$ cat config.mk
export PLATFORM = sky130hd
export DESIGN_NAME = support_logic
export DESIGN_NICKNAME = d
export VERILOG_FILES = /design/src/logic/support_pkg.sv /design/src/logic/support_logic.sv /design/src/logic/core_event_tracker.sv /design/src/logic/gntpar_error_tracker.sv /design/src/logic/req_attribute_fifo.sv /design/src/logic/obi_phase_monitor.sv
export SDC_FILE = /design/constraint.sdc
export NUM_CORES = 1
export LEC_CHECK = 0
export BUFFER_PORTS_ARGS = -buffer_cell sky130_fd_sc_hd__buf_4
export CORE_MARGIN = 2
export CORE_UTILIZATION = 55
export DETAILED_ROUTE_END_ITERATION = 8
export GPL_TIMING_DRIVEN = 0
export PLACE_DENSITY = 0.82
export SLEW_MARGIN = 40
export SYNTH_ARGS = -nofsm -noshare
export SYNTH_HDL_FRONTEND = slang
export SYNTH_HIERARCHICAL = 1
export SYNTH_SLANG_ARGS = --single-unit
$ cat constraint.sdc
create_clock -name in_support_if -period 3.3 [get_ports in_support_if]
set_input_delay 0.99 -clock in_support_if [delete_from_list [all_inputs] [get_ports in_support_if]]
set_output_delay 0.99 -clock in_support_if [all_outputs]
set_load 0.05 [all_outputs]
$ cat src/logic/support_pkg.sv
// support logic package: shared bus, attribute and core event types plus defaults
package support_pkg;

  // ----------------------------------------------------------
  // default sizing
  // ----------------------------------------------------------

  // depth of each request attribute FIFO
  localparam int DEF_MAX_OUTSTANDING = 4;
  // outstanding counter width, must hold DEF_MAX_OUTSTANDING
  localparam int DEF_CNT_W = 3;

  // ----------------------------------------------------------
  // OBI bus view
  // ----------------------------------------------------------

  // one bus as the monitors see it, gntpar is the inverted copy of gnt
  typedef struct packed {
    logic req;
    logic gnt;
    logic rvalid;
    logic gntpar;
  } obi_bus_t;

  // phase status reported to the property checkers
  typedef struct packed {
    logic                 addr_ph_cont;
    logic                 resp_ph_cont;
    logic [DEF_CNT_W-1:0] v_addr_ph_cnt;
  } bus_status_t;

  // request attributes carried from grant to response
  typedef struct packed {
    logic is_store;
    logic had_integrity;
    logic gntpar_err;
  } data_attr_t;

  typedef struct packed {
    logic had_integrity;
    logic gntpar_err;
  } instr_attr_t;

  // ----------------------------------------------------------
  // core control and retirement
  // ----------------------------------------------------------

  // pc source selected by the controller
  typedef enum logic [2:0] {
    PC_BOOT     = 3'd0,
    PC_JUMP     = 3'd1,
    PC_BRANCH   = 3'd2,
    PC_TRAP_EXC = 3'd3,
    PC_TRAP_DBE = 3'd4,
    PC_DRET     = 3'd5
  } pc_mux_e;

  typedef struct packed {
    logic    pc_set;
    pc_mux_e pc_mux;
  } ctrl_fsm_t;

  // one retirement report from the core
  typedef struct packed {
    logic valid;
    logic dbg_mode;
    logic is_dret;
    logic trap;
  } retire_t;

  // event flags for the checkers
  typedef struct packed {
    logic req_after_exception;
    logic first_debug_ins;
    logic first_fetch;
  } core_events_t;

endpackage
$ cat src/logic/support_logic.sv
// support logic top: per-bus OBI monitors, attribute FIFOs and core event flags for checkers
module support_logic #(
  parameter int MAX_OUTSTANDING = support_pkg::DEF_MAX_OUTSTANDING,
  parameter int CNT_W           = support_pkg::DEF_CNT_W
) (
  input  logic                       in_support_if,
  input  logic                       reset_i,
  input  support_pkg::obi_bus_t      instr_bus_i,
  input  support_pkg::obi_bus_t      data_bus_i,
  input  logic                       req_is_store_i,
  input  logic                       req_data_integrity_i,
  input  logic                       req_instr_integrity_i,
  input  logic                       fetch_enable_i,
  input  support_pkg::ctrl_fsm_t     ctrl_i,
  input  support_pkg::retire_t       retire_i,
  output support_pkg::bus_status_t   instr_status_o,
  output support_pkg::bus_status_t   data_status_o,
  output support_pkg::instr_attr_t   instr_resp_attr_o,
  output support_pkg::data_attr_t    data_resp_attr_o,
  output support_pkg::core_events_t  events_o
);

  // ----------------------------------------------------------
  // local signals
  // ----------------------------------------------------------

  localparam int INSTR_ATTR_W = $bits(support_pkg::instr_attr_t);
  localparam int DATA_ATTR_W  = $bits(support_pkg::data_attr_t);

  // grant parity error of the request currently in its address phase
  logic                     instr_gntpar_err;
  logic                     data_gntpar_err;
  // attributes captured at grant time
  support_pkg::instr_attr_t instr_req_attr;
  support_pkg::data_attr_t  data_req_attr;

  assign instr_req_attr.had_integrity = req_instr_integrity_i;
  assign instr_req_attr.gntpar_err    = instr_gntpar_err;

  assign data_req_attr.is_store      = req_is_store_i;
  assign data_req_attr.had_integrity = req_data_integrity_i;
  assign data_req_attr.gntpar_err    = data_gntpar_err;

  // ----------------------------------------------------------
  // instruction bus
  // ----------------------------------------------------------

  obi_phase_monitor #(
    .CNT_W (CNT_W)
  ) u_instr_phase (
    .in_support_if (in_support_if),
    .reset_i       (reset_i),
    .bus_i         (instr_bus_i),
    .status_o      (instr_status_o)
  );

  gntpar_error_tracker u_instr_gntpar (
    .in_support_if (in_support_if),
    .reset_i       (reset_i),
    .bus_i         (instr_bus_i),
    .gntpar_err_o  (instr_gntpar_err)
  );

  req_attribute_fifo #(
    .ATTR_W          (INSTR_ATTR_W),
    .MAX_OUTSTANDING (MAX_OUTSTANDING)
  ) u_instr_attr (
    .in_support_if (in_support_if),
    .reset_i       (reset_i),
    .bus_i         (instr_bus_i),
    .attr_i        (instr_req_attr),
    .resp_attr_o   (instr_resp_attr_o)
  );

  // ----------------------------------------------------------
  // data bus
  // ----------------------------------------------------------

  obi_phase_monitor #(
    .CNT_W (CNT_W)
  ) u_data_phase (
    .in_support_if (in_support_if),
    .reset_i       (reset_i),
    .bus_i         (data_bus_i),
    .status_o      (data_status_o)
  );

  gntpar_error_tracker u_data_gntpar (
    .in_support_if (in_support_if),
    .reset_i       (reset_i),
    .bus_i         (data_bus_i),
    .gntpar_err_o  (data_gntpar_err)
  );

  req_attribute_fifo #(
    .ATTR_W          (DATA_ATTR_W),
    .MAX_OUTSTANDING (MAX_OUTSTANDING)
  ) u_data_attr (
    .in_support_if (in_support_if),
    .reset_i       (reset_i),
    .bus_i         (data_bus_i),
    .attr_i        (data_req_attr),
    .resp_attr_o   (data_resp_attr_o)
  );

  // ----------------------------------------------------------
  // core events
  // ----------------------------------------------------------

  // data bus feeds the request-after-exception detection
  core_event_tracker u_events (
    .in_support_if  (in_support_if),
    .reset_i        (reset_i),
    .ctrl_i         (ctrl_i),
    .retire_i       (retire_i),
    .data_bus_i     (data_bus_i),
    .fetch_enable_i (fetch_enable_i),
    .events_o       (events_o)
  );

endmodule

$ cat src/logic/core_event_tracker.sv
// core event tracker for request-after-exception, first debug and first fetch flags
module core_event_tracker (
  input  logic                       in_support_if,
  input  logic                       reset_i,
  input  support_pkg::ctrl_fsm_t     ctrl_i,
  input  support_pkg::retire_t       retire_i,
  input  support_pkg::obi_bus_t      data_bus_i,
  input  logic                       fetch_enable_i,
  output support_pkg::core_events_t  events_o
);

  // ----------------------------------------------------------
  // local signals
  // ----------------------------------------------------------

  // exception or debug entry trap taken this cycle
  logic trap_taken;
  // exception window open from a trap until the next retirement
  logic exc_window_q;
  // data address phase completed in the previous cycle
  logic data_gnt_q;
  logic req_after_exc_q;
  // set while retiring debug code
  logic dbg_flag_q;
  // a clean dret retired last cycle
  logic dret_pend_q;
  // fetch_enable_i has been seen since reset
  logic fetch_en_seen_q;
  // data request following a completed grant
  logic data_req_after_gnt;

  assign trap_taken = ctrl_i.pc_set &&
                      ((ctrl_i.pc_mux == support_pkg::PC_TRAP_EXC) ||
                       (ctrl_i.pc_mux == support_pkg::PC_TRAP_DBE));

  assign data_req_after_gnt = data_bus_i.req && data_gnt_q;

  // ----------------------------------------------------------
  // exception window
  // ----------------------------------------------------------

  // a trap takes priority over retirement and the open window keeps watching
  always_ff @(posedge in_support_if) begin
    if (reset_i) begin
      exc_window_q    <= 1'b0;
      data_gnt_q      <= 1'b0;
      req_after_exc_q <= 1'b0;
    end else begin
      data_gnt_q <= data_bus_i.req && data_bus_i.gnt;
      if (trap_taken) begin
        exc_window_q <= 1'b1;
        if (data_req_after_gnt) begin
          req_after_exc_q <= 1'b1;
        end
      end else if (retire_i.valid) begin
        exc_window_q    <= 1'b0;
        req_after_exc_q <= 1'b0;
      end else if (exc_window_q && data_req_after_gnt) begin
        req_after_exc_q <= 1'b1;
      end
    end
  end

  // ----------------------------------------------------------
  // debug entry and start-up
  // ----------------------------------------------------------

  always_ff @(posedge in_support_if) begin
    if (reset_i) begin
      dbg_flag_q      <= 1'b0;
      dret_pend_q     <= 1'b0;
      fetch_en_seen_q <= 1'b0;
    end else begin
      if (retire_i.valid) begin
        dbg_flag_q <= retire_i.dbg_mode;
      end
      // one cycle after dret the next debug entry counts as first again
      if (dret_pend_q) begin
        dbg_flag_q <= 1'b0;
      end
      dret_pend_q <= retire_i.valid && retire_i.is_dret && !retire_i.trap;
      if (fetch_enable_i) begin
        fetch_en_seen_q <= 1'b1;
      end
    end
  end

  assign events_o.req_after_exception = req_after_exc_q;
  assign events_o.first_debug_ins     = retire_i.valid && retire_i.dbg_mode && !dbg_flag_q;
  assign events_o.first_fetch         = fetch_enable_i && !fetch_en_seen_q;

endmodule

$ cat src/logic/gntpar_error_tracker.sv
// grant parity tracker: marks a request whose address phase ever saw a gnt/gntpar mismatch
module gntpar_error_tracker (
  input  logic                  in_support_if,
  input  logic                  reset_i,
  input  support_pkg::obi_bus_t bus_i,
  output logic                  gntpar_err_o
);

  // ----------------------------------------------------------
  // local signals
  // ----------------------------------------------------------

  // gnt and gntpar must always be complementary
  logic par_bad;
  // error seen earlier in the same stalled address phase
  logic err_sticky_q;

  assign par_bad = (bus_i.gnt == bus_i.gntpar);

  // only meaningful while an address phase is open
  assign gntpar_err_o = bus_i.req && (par_bad || err_sticky_q);

  // ----------------------------------------------------------
  // sticky bit
  // ----------------------------------------------------------

  // held across ungranted cycles so the whole request is marked,
  // dropped once the phase ends or req goes away
  always_ff @(posedge in_support_if) begin
    if (reset_i) begin
      err_sticky_q <= 1'b0;
    end else if (bus_i.req && !bus_i.gnt) begin
      err_sticky_q <= gntpar_err_o;
    end else begin
      err_sticky_q <= 1'b0;
    end
  end

endmodule

$ cat src/logic/req_attribute_fifo.sv
// request attribute FIFO: holds each request's attributes from grant to its response
module req_attribute_fifo #(
  parameter int ATTR_W          = 1,
  parameter int MAX_OUTSTANDING = 4
) (
  input  logic                  in_support_if,
  input  logic                  reset_i,
  input  support_pkg::obi_bus_t bus_i,
  input  logic [ATTR_W-1:0]     attr_i,
  output logic [ATTR_W-1:0]     resp_attr_o
);

  // ----------------------------------------------------------
  // storage and pointers
  // ----------------------------------------------------------

  // pointer width, at least one bit for a single entry FIFO
  localparam int PTR_W = (MAX_OUTSTANDING > 1) ? $clog2(MAX_OUTSTANDING) : 1;
  localparam logic [PTR_W-1:0] LAST_IDX = PTR_W'(MAX_OUTSTANDING - 1);

  logic [ATTR_W-1:0] mem_q [MAX_OUTSTANDING];
  logic [PTR_W-1:0]  wr_ptr_q;
  logic [PTR_W-1:0]  rd_ptr_q;
  // push on every granted address phase, pop on every response
  logic              push;
  logic              pop;

  assign push = bus_i.req && bus_i.gnt;
  assign pop  = bus_i.rvalid;

  // ----------------------------------------------------------
  // pointer update
  // ----------------------------------------------------------

  // pointers wrap at the depth, which need not be a power of two
  always_ff @(posedge in_support_if) begin
    if (reset_i) begin
      wr_ptr_q <= '0;
      rd_ptr_q <= '0;
    end else begin
      if (push) begin
        wr_ptr_q <= (wr_ptr_q == LAST_IDX) ? '0 : wr_ptr_q + 1'b1;
      end
      if (pop) begin
        rd_ptr_q <= (rd_ptr_q == LAST_IDX) ? '0 : rd_ptr_q + 1'b1;
      end
    end
  end

  // payload write in the grant cycle
  always_ff @(posedge in_support_if) begin
    if (push) begin
      mem_q[wr_ptr_q] <= attr_i;
    end
  end

  // ----------------------------------------------------------
  // response side
  // ----------------------------------------------------------

  // responses come in grant order, so the head belongs to this rvalid
  // output stays zero between responses
  assign resp_attr_o = mem_q[rd_ptr_q] & {ATTR_W{pop}};

endmodule

$ cat src/logic/obi_phase_monitor.sv
// OBI phase monitor: address/response phase continuity and outstanding count for one bus
module obi_phase_monitor #(
  parameter int CNT_W = 3
) (
  input  logic                   in_support_if,
  input  logic                   reset_i,
  input  support_pkg::obi_bus_t  bus_i,
  output support_pkg::bus_status_t status_o
);

  // ----------------------------------------------------------
  // local signals
  // ----------------------------------------------------------

  // address phase completes on req and gnt together
  logic             addr_done;
  // req held without gnt, the phase carries into next cycle
  logic             addr_stall;
  logic             addr_ph_cont_q;
  // granted transactions still waiting for rvalid
  logic [CNT_W-1:0] cnt_q;

  assign addr_done  = bus_i.req && bus_i.gnt;
  assign addr_stall = bus_i.req && !bus_i.gnt;

  // ----------------------------------------------------------
  // registered phase state
  // ----------------------------------------------------------

  always_ff @(posedge in_support_if) begin
    if (reset_i) begin
      addr_ph_cont_q <= 1'b0;
      cnt_q          <= '0;
    end else begin
      addr_ph_cont_q <= addr_stall;
      // grant and response in one cycle leave the count unchanged
      case ({addr_done, bus_i.rvalid})
        2'b10:   cnt_q <= cnt_q + 1'b1;
        2'b01:   cnt_q <= cnt_q - 1'b1;
        default: cnt_q <= cnt_q;
      endcase
    end
  end

  // ----------------------------------------------------------
  // status outputs
  // ----------------------------------------------------------

  assign status_o.addr_ph_cont  = addr_ph_cont_q;
  // waiting on a response that has not shown up this cycle
  assign status_o.resp_ph_cont  = (cnt_q != '0) && !bus_i.rvalid;
  assign status_o.v_addr_ph_cnt = cnt_q;

endmodule

# Yosys cells after proc, flatten, opt, wreduce, memory -nomap -nowiden
# Memories as Yosys holds them, arrays and structs flattened. A register that Yosys moved wholly into a read port is not among the register bits.
# Index checks and enable logic that the tools add are counted.
# Widths: inputs -> output; s select.
op_classes:
  addsub: 8
  n_mul: 0
  div: 0
  n_lt_le_gt_ge: 0
  eq_ne: 13
  shifts: 0
  n_mux: 20
  bitwise: 4
  n_reduce_logical: 36
ops:
  columns: ["operator", "n"]
  rows:
  - ["$logic_and 1x1->1", 16]
  - ["$mux 2", 8]
  - ["$eq 2x2->1 const B", 6]
  - ["$pmux 3 s2", 2]
  - ["$mux 1", 10]
  - ["$reduce_bool 3->1", 3]
  - ["$add 2x1->2 const B", 4]
  - ["$logic_not 1->1", 7]
  - ["$add 3x1->3 const B", 2]
  - ["$reduce_bool 2->1", 3]
  - ["$reduce_or 2->1", 3]
  - ["$sub 3x1->3 const B", 2]
  - ["$eq 2x1->1 const B", 2]
  - ["$and 3x3->3", 1]
  - ["$eq 3x2->1 const B", 1]
  - ["$eq 3x3->1 const B", 1]
  - ["$logic_or 1x1->1", 3]
  - ["$and 2x2->2", 1]
  - ["$eq 1x1->1", 2]
  - ["$ne 2x2->1 const B", 1]
  - ["$not 1->1", 2]
  - ["$reduce_and 2->1", 1]
totals:
  ff_bits: 24
  latchBits: 0
  ramBits: 20
  mem_bits_ro: 0
  out_inout_bits: 18
  elab_cells: 99
  n_memories: 2
memory_table:
  columns: ["memory", "words", "width", "rd", "rd_clocked_by_memory_dff", "write_ports", "line_no", "rtl"]
  rows:
  - ["u_data_attr.mem_q", 4, 3, 1, 1, 1, "req_attribute_fifo.sv:21", "logic [ATTR_W-1:0] mem_q [MAX_OUTSTANDING];"]
  - ["u_instr_attr.mem_q", 4, 2, 1, 1, 1, "req_attribute_fifo.sv:21", null]

# Longest topological paths before layout
# Gate-level depths: netlist (run 1).
logic_depth:
  depth_word: 5
  mapped_depth: 7

# Modules after synthesis
# The synthesis (run 1) kept the hierarchy.
by_module_without_submodules:
  columns: ["module", "n_inst", "cells_each", "area_each_um2", "seq_area_each_um2"]
  rows:
  - ["req_attribute_fifo at u_data_attr", 1, 46, 753.2, 480.5]
  - ["req_attribute_fifo at u_instr_attr", 1, 40, 600.6, 360.3]
  - ["obi_phase_monitor", 2, 23, 201.4, 80.1]
  - ["core_event_tracker", 1, 28, 246.5, 120.1]
  - ["gntpar_error_tracker", 2, 5, 57.6, 20.0]

# Least setup slack after synthesis (run 1)
# Ideal clock, no wire load.
synth_path:
  path_type: "input port to output port"
  startpoint: "in fetch_enable_i"
  endpoint: "out events_o[0] (netlist name)"
  arrival_ps: 1697
  required_ps: 2310
  path_slack_ps: 613
  cell_stages: 1
  n_path_buf: 0
  cell_sequence: "nor2b_1"
synth_between:
  elab_chain_cells: 1
synth_rtl:
  columns: ["element", "line_no", "rtl"]
  rows:
  - ["start: declaration", "support_logic.sv:13", "input logic fetch_enable_i,"]
  - ["$logic_and 1x1->1", "core_event_tracker.sv:90", "assign events_o.first_fetch = fetch_enable_i && !fetch_en_seen_q;"]
  - ["end: declaration", "support_logic.sv:20", "output support_pkg::core_events_t events_o"]
# No other way between the ends.

==> impl_metrics.py, run 1 <==
metrics = {
    "outcome": {
        "status": "finished, final reports clean",
    },
    "final_layout": {
        "final.fill_count": 265,
        "area_growth_syn_to_layout_pct": 20.9,
        "drive_gt1_frac": 0.267,
        "nNetsFinal": 252,
        "num_antenna_cells": 0,
        "multi_input_area_um2": 897,
        "instances_no_fill": 265,
        "utilization": 0.694,
        "regArea_um2": 1160,
    },
    "synth": {
        "syn_inst": 170,
        "async_flop_share": 0,
        "synthesis.nets": 206,
        "synthFlopType": "dfxtp_1",
        "syn_area_per_cell_um2": 12.5,
        "synth.distinct_cells": 32,
        "seq_area_frac_synth": 0.548,
        "ys_ff_latch": 48,
        "synth_area_leaders": "edfxtp_1 (28%), dfxtp_1 (26%), ha_1 (7.1%)",
        "yosysMostFrequentCell": "dfxtp_1",
        "yosys.area.top_type": "edfxtp_1",
        "synth_edf_count": 20,
        "synth.top_cell.area_share": 0.284,
        "ys_warn_count": 6,
        "yosys-top-cells-count": "dfxtp_1 (28), edfxtp_1 (20), nor2_1 (15)",
        "netlist_area_um2": 2120,
    },
    "clocking": {
        "clk_latency_ns": 0.29,
        "cts_buffers": 5,
        "cts_num_sinks": 48,
        "clk_path_buf_depth": 2,
        "post-cts-setup-buffer-count": 0,
        "clk_pin_slew_worst_paths_ns": 0.08,
        "htree_levels": 2,
        "cts-root-buf": "clkbuf_8",
        "cts_resized": 0,
        "cts_tree": "built",
        "postCtsHoldBufs": 0,
    },
    "power": {
        "p_leak_nw": 1.06,
        "max-vdd-ir-drop_v": 0.000307,
        "power_mw": 1.27,
        "power_switching_share": 0.290,
        "combPwrFrac": 0.211,
        "power.internal_uw": 904,
        "clkPwrFrac": 0.261,
        "seqPwrFrac": 0.528,
        "cellPowerDensity_nw_per_um2": 497,
        "power.switching_uw": 369,
    },
    "timing": {
        "relSlewSlack": 0.823,
        "final.setup.tns_ns": 0,
        "max_freq_mhz": 381,
        "setup_violations": 0,
        "rsz0062_at_grt": "no",
        "hold_viol_final": 0,
        "period_needed_ns": 2.62,
        "fin_crit_sh": 0.795,
        "tightestPinTransition_ns": 0.266,
        "drv_slew": 0,
        "hold_ws_ns": 0.399,
        "finClkSkew_ns": 0.00441,
    },
    "worst_setup_path": {
        "path_cells": "mux4_1, and2_1, buf_4",
        "end_kind": "output pin",
        "crit_type": "flip-flop to output pin",
        "path_buf_inv": 1,
        "cp_max_fo": 3,
        "max_stage_delay_ns": 0.57,
        "start_kind": "flip-flop",
        "cp_data_required_time_ns": 2.31,
        "crit_family": "multiplexers",
        "crit_cells": 3,
        "slowest_stage": "mux4_1",
        "worst_r2r_path_depth": 5,
        "critPathArrivalTime_ns": 1.63,
    },
    "grt": {
        "antenna_found_initial": 0,
        "grtUsageTotal": 0.183,
        "grt_pass1_wl_um": 5920,
        "first_global_vias": 1374,
        "grt_overflow": 0,
        "grt_max_degree": 25,
    },
    "die": {
        "fp.dieW_um": 66.1,
        "ios": 40,
        "core_area_um2": 3690,
        "rows": 22,
        "start_util": 0.574,
        "die_h_um": 66.1,
        "dieArea_um2": 4360,
    },
    "detailed_routing": {
        "totalWireLength_um": 3530,
        "wl_per_cell_um": 13.3,
        "vias": 1393,
        "ant_nets": 0,
        "dr.pass1.iters": 4,
        "drt_iter0_drc": 22,
        "drcViolationCount": 0,
        "vias_per_cell": 5.26,
    },
    "placed_design": {
        "dp.final_hpwl_um": 2720,
        "gp_congestion": 0.748,
        "io_buffers": 39,
        "placed_cells": 257,
    },
    "worst_hold_path": {
        "hold_depth": 1,
        "min_path_type": "flip-flop to flip-flop",
    },
    "run": {
        "maxCapViolations": 0,
    },
}
[metal layers]
layer / track usage / routed length, um / vias to the layer above
met5: 0 / 0 / -
met4: 0.0689 / 59 / 0
met3: 0.0409 / 170 / 8
met2: 0.343 / 1900 / 36
met1: 0.200 / 1390 / 654
li1: - / - / 695
[flip-flops by register name (all words and copies together) (netlist names), 2 cells and up, named ones only]
name,count
u_data_attr/rd_ptr_q,2
u_data_phase/cnt_q,3
u_instr_attr/wr_ptr_q,2
u_data_attr/wr_ptr_q,2
u_instr_phase/cnt_q,3
u_instr_attr/rd_ptr_q,2
u_instr_attr/mem_q,8
u_data_attr/mem_q,12
[placed cells by master (no fill, tap or decap), types with 3 or more instances in the layout]
| cell type | n |
|---|---|
| o21a_1 | 3 |
| nor3_1 | 3 |
| nor2b_1 | 3 |
| ha_1 | 12 |
| mux4_1 | 5 |
| nor2_1 | 15 |
| and2_1 | 5 |
| inv_1 | 10 |
| dfxtp_1 | 28 |
| and3_1 | 8 |
| clkbuf_8 | 5 |
| nand2_1 | 6 |
| nand2b_1 | 4 |
| edfxtp_1 | 20 |
| xor2_1 | 4 |
| buf_4 | 42 |
| a21oi_1 | 12 |
| a21bo_2 | 4 |
[area by class of cell]
class | instances | share of cell area
Timing Repair Buffer | 39 | 0.114
Multi-Input combinational cell | 109 | 0.350
Clock inverter | 2 | 0.00635
Clock buffer | 6 | 0.0283
Tap cell | 48 | 0.0235
Buffer | 3 | 0.00880
Sequential cell | 48 | 0.454
Inverter | 10 | 0.0147
[power by group through the flow]
stage / clock [mW] / combinational, mW / sequential (mW)
after CTS: 0.343 / 0.270 / 0.673
after floorplan: 0 / 0.137 / 0.720
after global placement: 0 / 0.253 / 0.683
after detailed placement: 0 / 0.269 / 0.687
after global routing: 0.372 / 0.291 / 0.676
final: 0.333 / 0.268 / 0.672
[per-stage QoR]
stage	worst slack, ns	instance area (um2)
6_report	0.676	2560
2_1_floorplan	0.613	2120
3_5_place_dp	0.697	2470
5_1_grt	0.573	2560
3_3_place_gp	0.811	2470
4_1_cts	0.655	2560
[worst paths after layout]
check	start	endpoint	slack (ns)
min reg2reg	u_events/dret_pend_q	u_events/dbg_flag_q	0.40
max	flip-flop	data_resp_attr_o[1]	0.68
max reg2reg	u_instr_phase/cnt_q[0]	u_instr_phase/cnt_q[2]	1.67
min	u_events/dret_pend_q	u_events/dbg_flag_q	0.40
[kinds of logic (layout without fill, tap and decap cells)]
logic type	after synthesis	after routing	synth area share
flops	48	48	0.548
fa+ha+maj	14	14	0.0898
compound gates	23	23	0.0715
simple gates	59	59	0.166
mux	7	7	0.0715
xor+xnor	6	6	0.0248
buf+inv	13	60	0.0284
Power figures use the tool's default switching activity.
==> run 2: changes to the inputs <==
--- a/config.mk
+++ b/config.mk
@@ -7,10 +7,10 @@
 export LEC_CHECK = 0
 export BUFFER_PORTS_ARGS = -buffer_cell sky130_fd_sc_hd__buf_4
 export CORE_MARGIN = 2
-export CORE_UTILIZATION = 55
+export CORE_UTILIZATION = 49
 export DETAILED_ROUTE_END_ITERATION = 8
 export GPL_TIMING_DRIVEN = 0
-export PLACE_DENSITY = 0.82
+export PLACE_DENSITY = 0.78
 export SLEW_MARGIN = 40
 export SYNTH_ARGS = -nofsm -noshare
 export SYNTH_HDL_FRONTEND = slang
==> constraint.sdc (replaced) <==
create_clock -name in_support_if -period 2.4 [get_ports in_support_if]
set_input_delay 0.72 -clock in_support_if [delete_from_list [all_inputs] [get_ports in_support_if]]
set_output_delay 0.72 -clock in_support_if [all_outputs]
set_load 0.05 [all_outputs]
==> impl_metrics.py, run 2 (synthesis results as in run 1) <==
metrics = {
    "detailed_routing": {
        "ant_nets": 0,
        "drcViolationCount": 0,
        "vias": 1367,
        "wl_per_cell_um": 12.6,
        "dr.pass1.iters": 4,
        "totalWireLength_um": 3360,
        "drt_iter0_drc": 27,
        "vias_per_cell": 5.12,
    },
    "clocking": {
        "cts_num_sinks": 48,
        "cts_tree": "built",
        "clk_path_buf_depth": 2,
        "clk_latency_ns": 0.30,
        "post-cts-setup-buffer-count": 0,
        "cts-root-buf": "clkbuf_8",
        "clk_pin_slew_worst_paths_ns": 0.09,
        "postCtsHoldBufs": 0,
        "htree_levels": 2,
        "cts_resized": 0,
        "cts_buffers": 5,
    },
    "placed_design": {
        "gp_congestion": 0.717,
        "dp.final_hpwl_um": 2460,
        "io_buffers": 39,
    },
    "worst_setup_path": {
        "critPathArrivalTime_ns": 1.59,
        "start_kind": "flip-flop",
        "cp_data_required_time_ns": 1.68,
        "crit_family": "multiplexers",
        "path_buf_inv": 1,
        "slowest_stage": "mux4_1",
        "end_kind": "output pin",
        "r2r_start": "u_data_phase/cnt_q[0]",
        "cp_max_fo": 3,
        "crit_type": "flip-flop to output pin",
        "max_stage_delay_ns": 0.56,
        "path_cells": "mux4_1, and2_1, buf_4",
    },
    "worst_hold_path": {
        "min_path_type": "flip-flop to flip-flop",
        "worstHoldStart": "u_events/dret_pend_q",
    },
    "timing": {
        "final.setup.tns_ns": 0,
        "tightestPinTransition_ns": 0.271,
        "rsz0062_at_grt": "no",
        "setup_violations": 0,
        "fin_crit_sh": 0.962,
        "drv_slew": 0,
        "hold_viol_final": 0,
        "period_needed_ns": 2.31,
        "relSlewSlack": 0.819,
        "finClkSkew_ns": 0.0102,
        "max_freq_mhz": 433,
    },
    "grt": {
        "grt-busiest-layer": "met2",
        "first_global_vias": 1368,
        "grt_util_met2": 0.247,
        "grt_use_met1": 0.198,
        "grtUsageTotal": 0.153,
        "grt_overflow": 0,
        "grt_pass1_wl_um": 6000,
        "grt_max_degree": 25,
        "antenna_found_initial": 0,
        "use_met3": 0.0480,
    },
    "power": {
        "max-vdd-ir-drop_v": 0.000393,
        "cellPowerDensity_nw_per_um2": 699,
        "power_mw": 1.80,
        "p_leak_nw": 1.07,
    },
    "die": {
        "core_area_um2": 4090,
        "dieArea_um2": 4870,
        "start_util": 0.518,
        "die_h_um": 69.8,
        "rows": 23,
        "ios": 40,
        "fp.dieW_um": 69.8,
    },
    "run": {
        "maxCapViolations": 0,
    },
    "outcome": {
        "status": "finished, final reports clean",
    },
    "final_layout": {
        "largest_reg_flops": 12,
        "layout_common_cells": "buf_4 (42), dfxtp_1 (28), edfxtp_1 (20)",
        "nNetsFinal": 252,
        "final.fill_count": 349,
        "area_growth_syn_to_layout_pct": 21.6,
        "top_regs": "u_data_attr/mem_q x12, u_instr_attr/mem_q x8",
        "layout.cells.most_common": "buf_4",
        "num_antenna_cells": 0,
        "largest_register": "u_data_attr/mem_q",
        "drive_gt1_frac": 0.267,
    },
}
[run 2: metal layers]
metal | share of wire | wire length, um
met1 | 0.47 | 1570
met2 | 0.47 | 1560
met3 | 0.056 | 188
met4 | 0.012 | 40
met5 | 0 | 0
[run 2: worst reg2reg max path: cells and delay by family, from the launching register on]
kind | cells | cell delay (ns)
xor gates and xnor gates | 1 | 0.15
and+or+nand+nor | 1 | 0.32
adders and majority gates | 1 | 0.43
AOI/OAI and AO/OA | 1 | 0.19
buffers and inverters | 1 | 0.08
DFF | 1 | 0.39
[run 2: layout make-up]
class	instances	area, um2	share of cell area
Sequential cell	48	1160	0.451
Multi-Input combinational cell	109	897	0.348
Timing Repair Buffer	39	293	0.114
Clock buffer	7	97.6	0.0379
Tap cell	50	62.6	0.0243
Inverter	10	37.5	0.0146
Buffer	3	22.5	0.00874
Clock inverter	1	5.00	0.00194
[run 2: where the power goes]
group / switching (mW) / internal, mW / total, mW
clock network: 0.251 / 0.267 / 0.518
logic: 0.218 / 0.142 / 0.359
registers: 0.0310 / 0.893 / 0.924
total: 0.499 / 1.30 / 1.80
[run 2: through the flow]
stage | util | hold slack [ns] | area, um2 | setup slack [ns] | instances
3_5_place_dp | 0.605 | 0.391 | 2470 | 0.0861 | 259
6_report | 0.630 | 0.398 | 2580 | 0.0924 | 267
4_1_cts | 0.630 | 0.402 | 2580 | 0.0660 | 267
3_3_place_gp | 0.605 | 0.380 | 2470 | 0.180 | 259
2_1_floorplan | - | 0.373 | 2120 | 0.253 | 170
5_1_grt | 0.630 | 0.428 | 2580 | 0.0189 | 267
[run 2: path summary, 6_finish.rpt]
check	endpoint	depth (start not counted)	slack, ns
min reg2reg	u_events/dbg_flag_q	1	0.40
max reg2reg	u_data_phase/cnt_q[2]	5	0.76
max	data_resp_attr_o[1]	3	0.09
min	u_events/dbg_flag_q	1	0.40
==> run 3: changes to the inputs <==
--- a/config.mk
+++ b/config.mk
@@ -5,12 +5,13 @@
 export SDC_FILE = /design/constraint.sdc
 export NUM_CORES = 1
 export LEC_CHECK = 0
+export ABC_AREA = 1
 export BUFFER_PORTS_ARGS = -buffer_cell sky130_fd_sc_hd__buf_4
 export CORE_MARGIN = 2
 export CORE_UTILIZATION = 49
 export DETAILED_ROUTE_END_ITERATION = 8
 export GPL_TIMING_DRIVEN = 0
-export PLACE_DENSITY = 0.78
+export PLACE_DENSITY = 0.77
 export SLEW_MARGIN = 40
 export SYNTH_ARGS = -nofsm -noshare
 export SYNTH_HDL_FRONTEND = slang
==> impl_metrics.py, run 3 <==
metrics = {
    "outcome": {
        "status": "finished, final reports clean",
    },
    "worst_setup_path": {
        "cp_data_required_time_ns": 1.68,
        "path_cells": "inv_2, nand2_1, nand3_1, a21oi_1, buf_4",
        "start_kind": "flip-flop",
        "end_kind": "output pin",
        "max_stage_delay_ns": 0.46,
        "crit_type": "flip-flop to output pin",
        "slowest_stage": "dfxtp_1",
        "critPathArrivalTime_ns": 1.35,
        "r2r_start": "u_instr_phase/cnt_q[0]",
        "cp_max_fo": 7,
    },
    "synth": {
        "yosys.area.top_type": "edfxtp_1",
        "yosys-top-cells-count": "inv_1 (63), nand2_1 (57), dfxtp_1 (28)",
        "synth_area_leaders": "edfxtp_1 (27%), dfxtp_1 (25%), inv_1 (11%)",
        "ys_warn_count": 6,
        "ys_ff_latch": 48,
        "syn_inst": 269,
        "synth.top_cell.area_share": 0.270,
        "synth.distinct_cells": 20,
        "syn_area_per_cell_um2": 8.27,
        "synth_edf_count": 20,
        "synthFlopType": "dfxtp_1",
        "seq_area_frac_synth": 0.522,
        "async_flop_share": 0,
        "yosysMostFrequentCell": "inv_1",
        "synthesis.nets": 305,
        "netlist_area_um2": 2230,
    },
    "final_layout": {
        "largest_register": "u_data_attr/mem_q",
        "nNetsFinal": 351,
        "drive_gt1_frac": 0.196,
        "area_growth_syn_to_layout_pct": 21.5,
        "top_regs": "u_data_attr/mem_q x12, u_instr_attr/mem_q x8",
        "layout.cells.most_common": "inv_1",
        "final_area_um2": 2700,
        "num_antenna_cells": 0,
        "largest_reg_flops": 12,
        "layout_common_cells": "inv_1 (63), nand2_1 (57), buf_4 (42)",
    },
    "clocking": {
        "cts-root-buf": "clkbuf_8",
        "clk_latency_ns": 0.29,
        "htree_levels": 2,
        "postCtsHoldBufs": 0,
        "cts_resized": 0,
        "cts_buffers": 5,
        "clk_path_buf_depth": 2,
        "cts_num_sinks": 48,
        "clk_pin_slew_worst_paths_ns": 0.08,
        "post-cts-setup-buffer-count": 0,
        "cts_tree": "built",
    },
    "grt": {
        "first_global_vias": 1617,
        "grt_pass1_wl_um": 6690,
        "antenna_found_initial": 0,
        "grt_overflow": 0,
        "grtUsageTotal": 0.165,
        "grt_max_degree": 17,
    },
    "placed_design": {
        "place_area_um2": 2600,
        "gp_congestion": 0.775,
        "dp.final_hpwl_um": 2820,
        "io_buffers": 39,
    },
    "timing": {
        "drv_slew": 0,
        "fin_crit_sh": 0.864,
        "period_needed_ns": 2.07,
        "hold_viol_final": 0,
        "relSlewSlack": 0.757,
        "tightestPinTransition_ns": 0.364,
        "finClkSkew_ns": 0.00254,
        "max_freq_mhz": 482,
        "setup_violations": 0,
        "final.setup.tns_ns": 0,
        "hold_ws_ns": 0.400,
        "rsz0062_at_grt": "no",
    },
    "worst_hold_path": {
        "worstHoldStart": "u_events/dret_pend_q",
        "min_path_type": "flip-flop to flip-flop",
    },
    "detailed_routing": {
        "totalWireLength_um": 3690,
        "vias_per_cell": 4.57,
        "ant_nets": 0,
        "vias": 1680,
        "drt_iter0_drc": 49,
        "wl_per_cell_um": 10.0,
        "dr.pass1.iters": 4,
        "drcViolationCount": 0,
    },
    "run": {
        "maxCapViolations": 0,
    },
    "die": {
        "start_util": 0.511,
        "fp.dieW_um": 71.4,
        "rows": 24,
        "die_h_um": 71.4,
        "dieArea_um2": 5100,
        "core_area_um2": 4350,
        "ios": 40,
    },
    "power": {
        "p_leak_nw": 1.35,
        "cellPowerDensity_nw_per_um2": 682,
        "max-vdd-ir-drop_v": 0.000392,
        "power_mw": 1.84,
    },
}
[run 3: worst paths after layout]
| check | cells past startpoint | slack [ns] | end |
|---|---|---|---|
| worst max-delay path | 5 | 0.33 | data_resp_attr_o[2] |
| worst min-delay path | 1 | 0.40 | u_events/dbg_flag_q |
| worst max register to register | 8 | 1.10 | u_instr_phase/cnt_q[2] |
| worst min register to register | 1 | 0.40 | u_events/dbg_flag_q |
[run 3: cells by family (layout without fill, tap and decap cells)]
family,Yosys count,in the layout,share of synthesized area
simple gates,106,106,0.197
buf+inv,74,121,0.130
flops,48,48,0.522
compound gates,27,27,0.0658
fa+ha+maj,14,14,0.0854
[run 3: per-stage QoR]
stage	setup WS [ns]	util	std cells
after global placement	0.396	0.596	360
after CTS	0.311	0.621	368
after global routing	0.197	0.621	368
after detailed placement	0.394	0.596	360
final	0.325	0.621	368
after floorplan	0.134	-	269
[run 3: power by group]
part	leakage [nW]	internal, mW	switching (mW)
registers	0.414	0.892	0.0269
logic	0.879	0.126	0.238
clock network	0.0552	0.309	0.252
[run 3: cell type report]
cell class	count	area (um2)
Timing Repair Buffer	39	293
Tap cell	52	65.1
Buffer	3	22.5
Clock inverter	2	35.0
Clock buffer	6	72.6
Multi-Input combinational cell	147	788
Inverter	71	267
Sequential cell	48	1160
Fill cell	379	1650
[run 3: per-layer routing]
metal | vias to the layer above | global-route usage | routed length, um
met5 | - | 0 | 0
met4 | 0 | 0.0713 | 67
met3 | 7 | 0.0422 | 155
met2 | 31 | 0.273 | 1760
met1 | 726 | 0.205 | 1720
li1 | 916 | - | -
[run 3: worst max-delay path, delay by kind of cell, from the launching register on]
family | cells | cell delay (ns)
flops | 1 | 0.46
buf+inv | 2 | 0.32
simple gates | 2 | 0.13
compound gates | 1 | 0.15
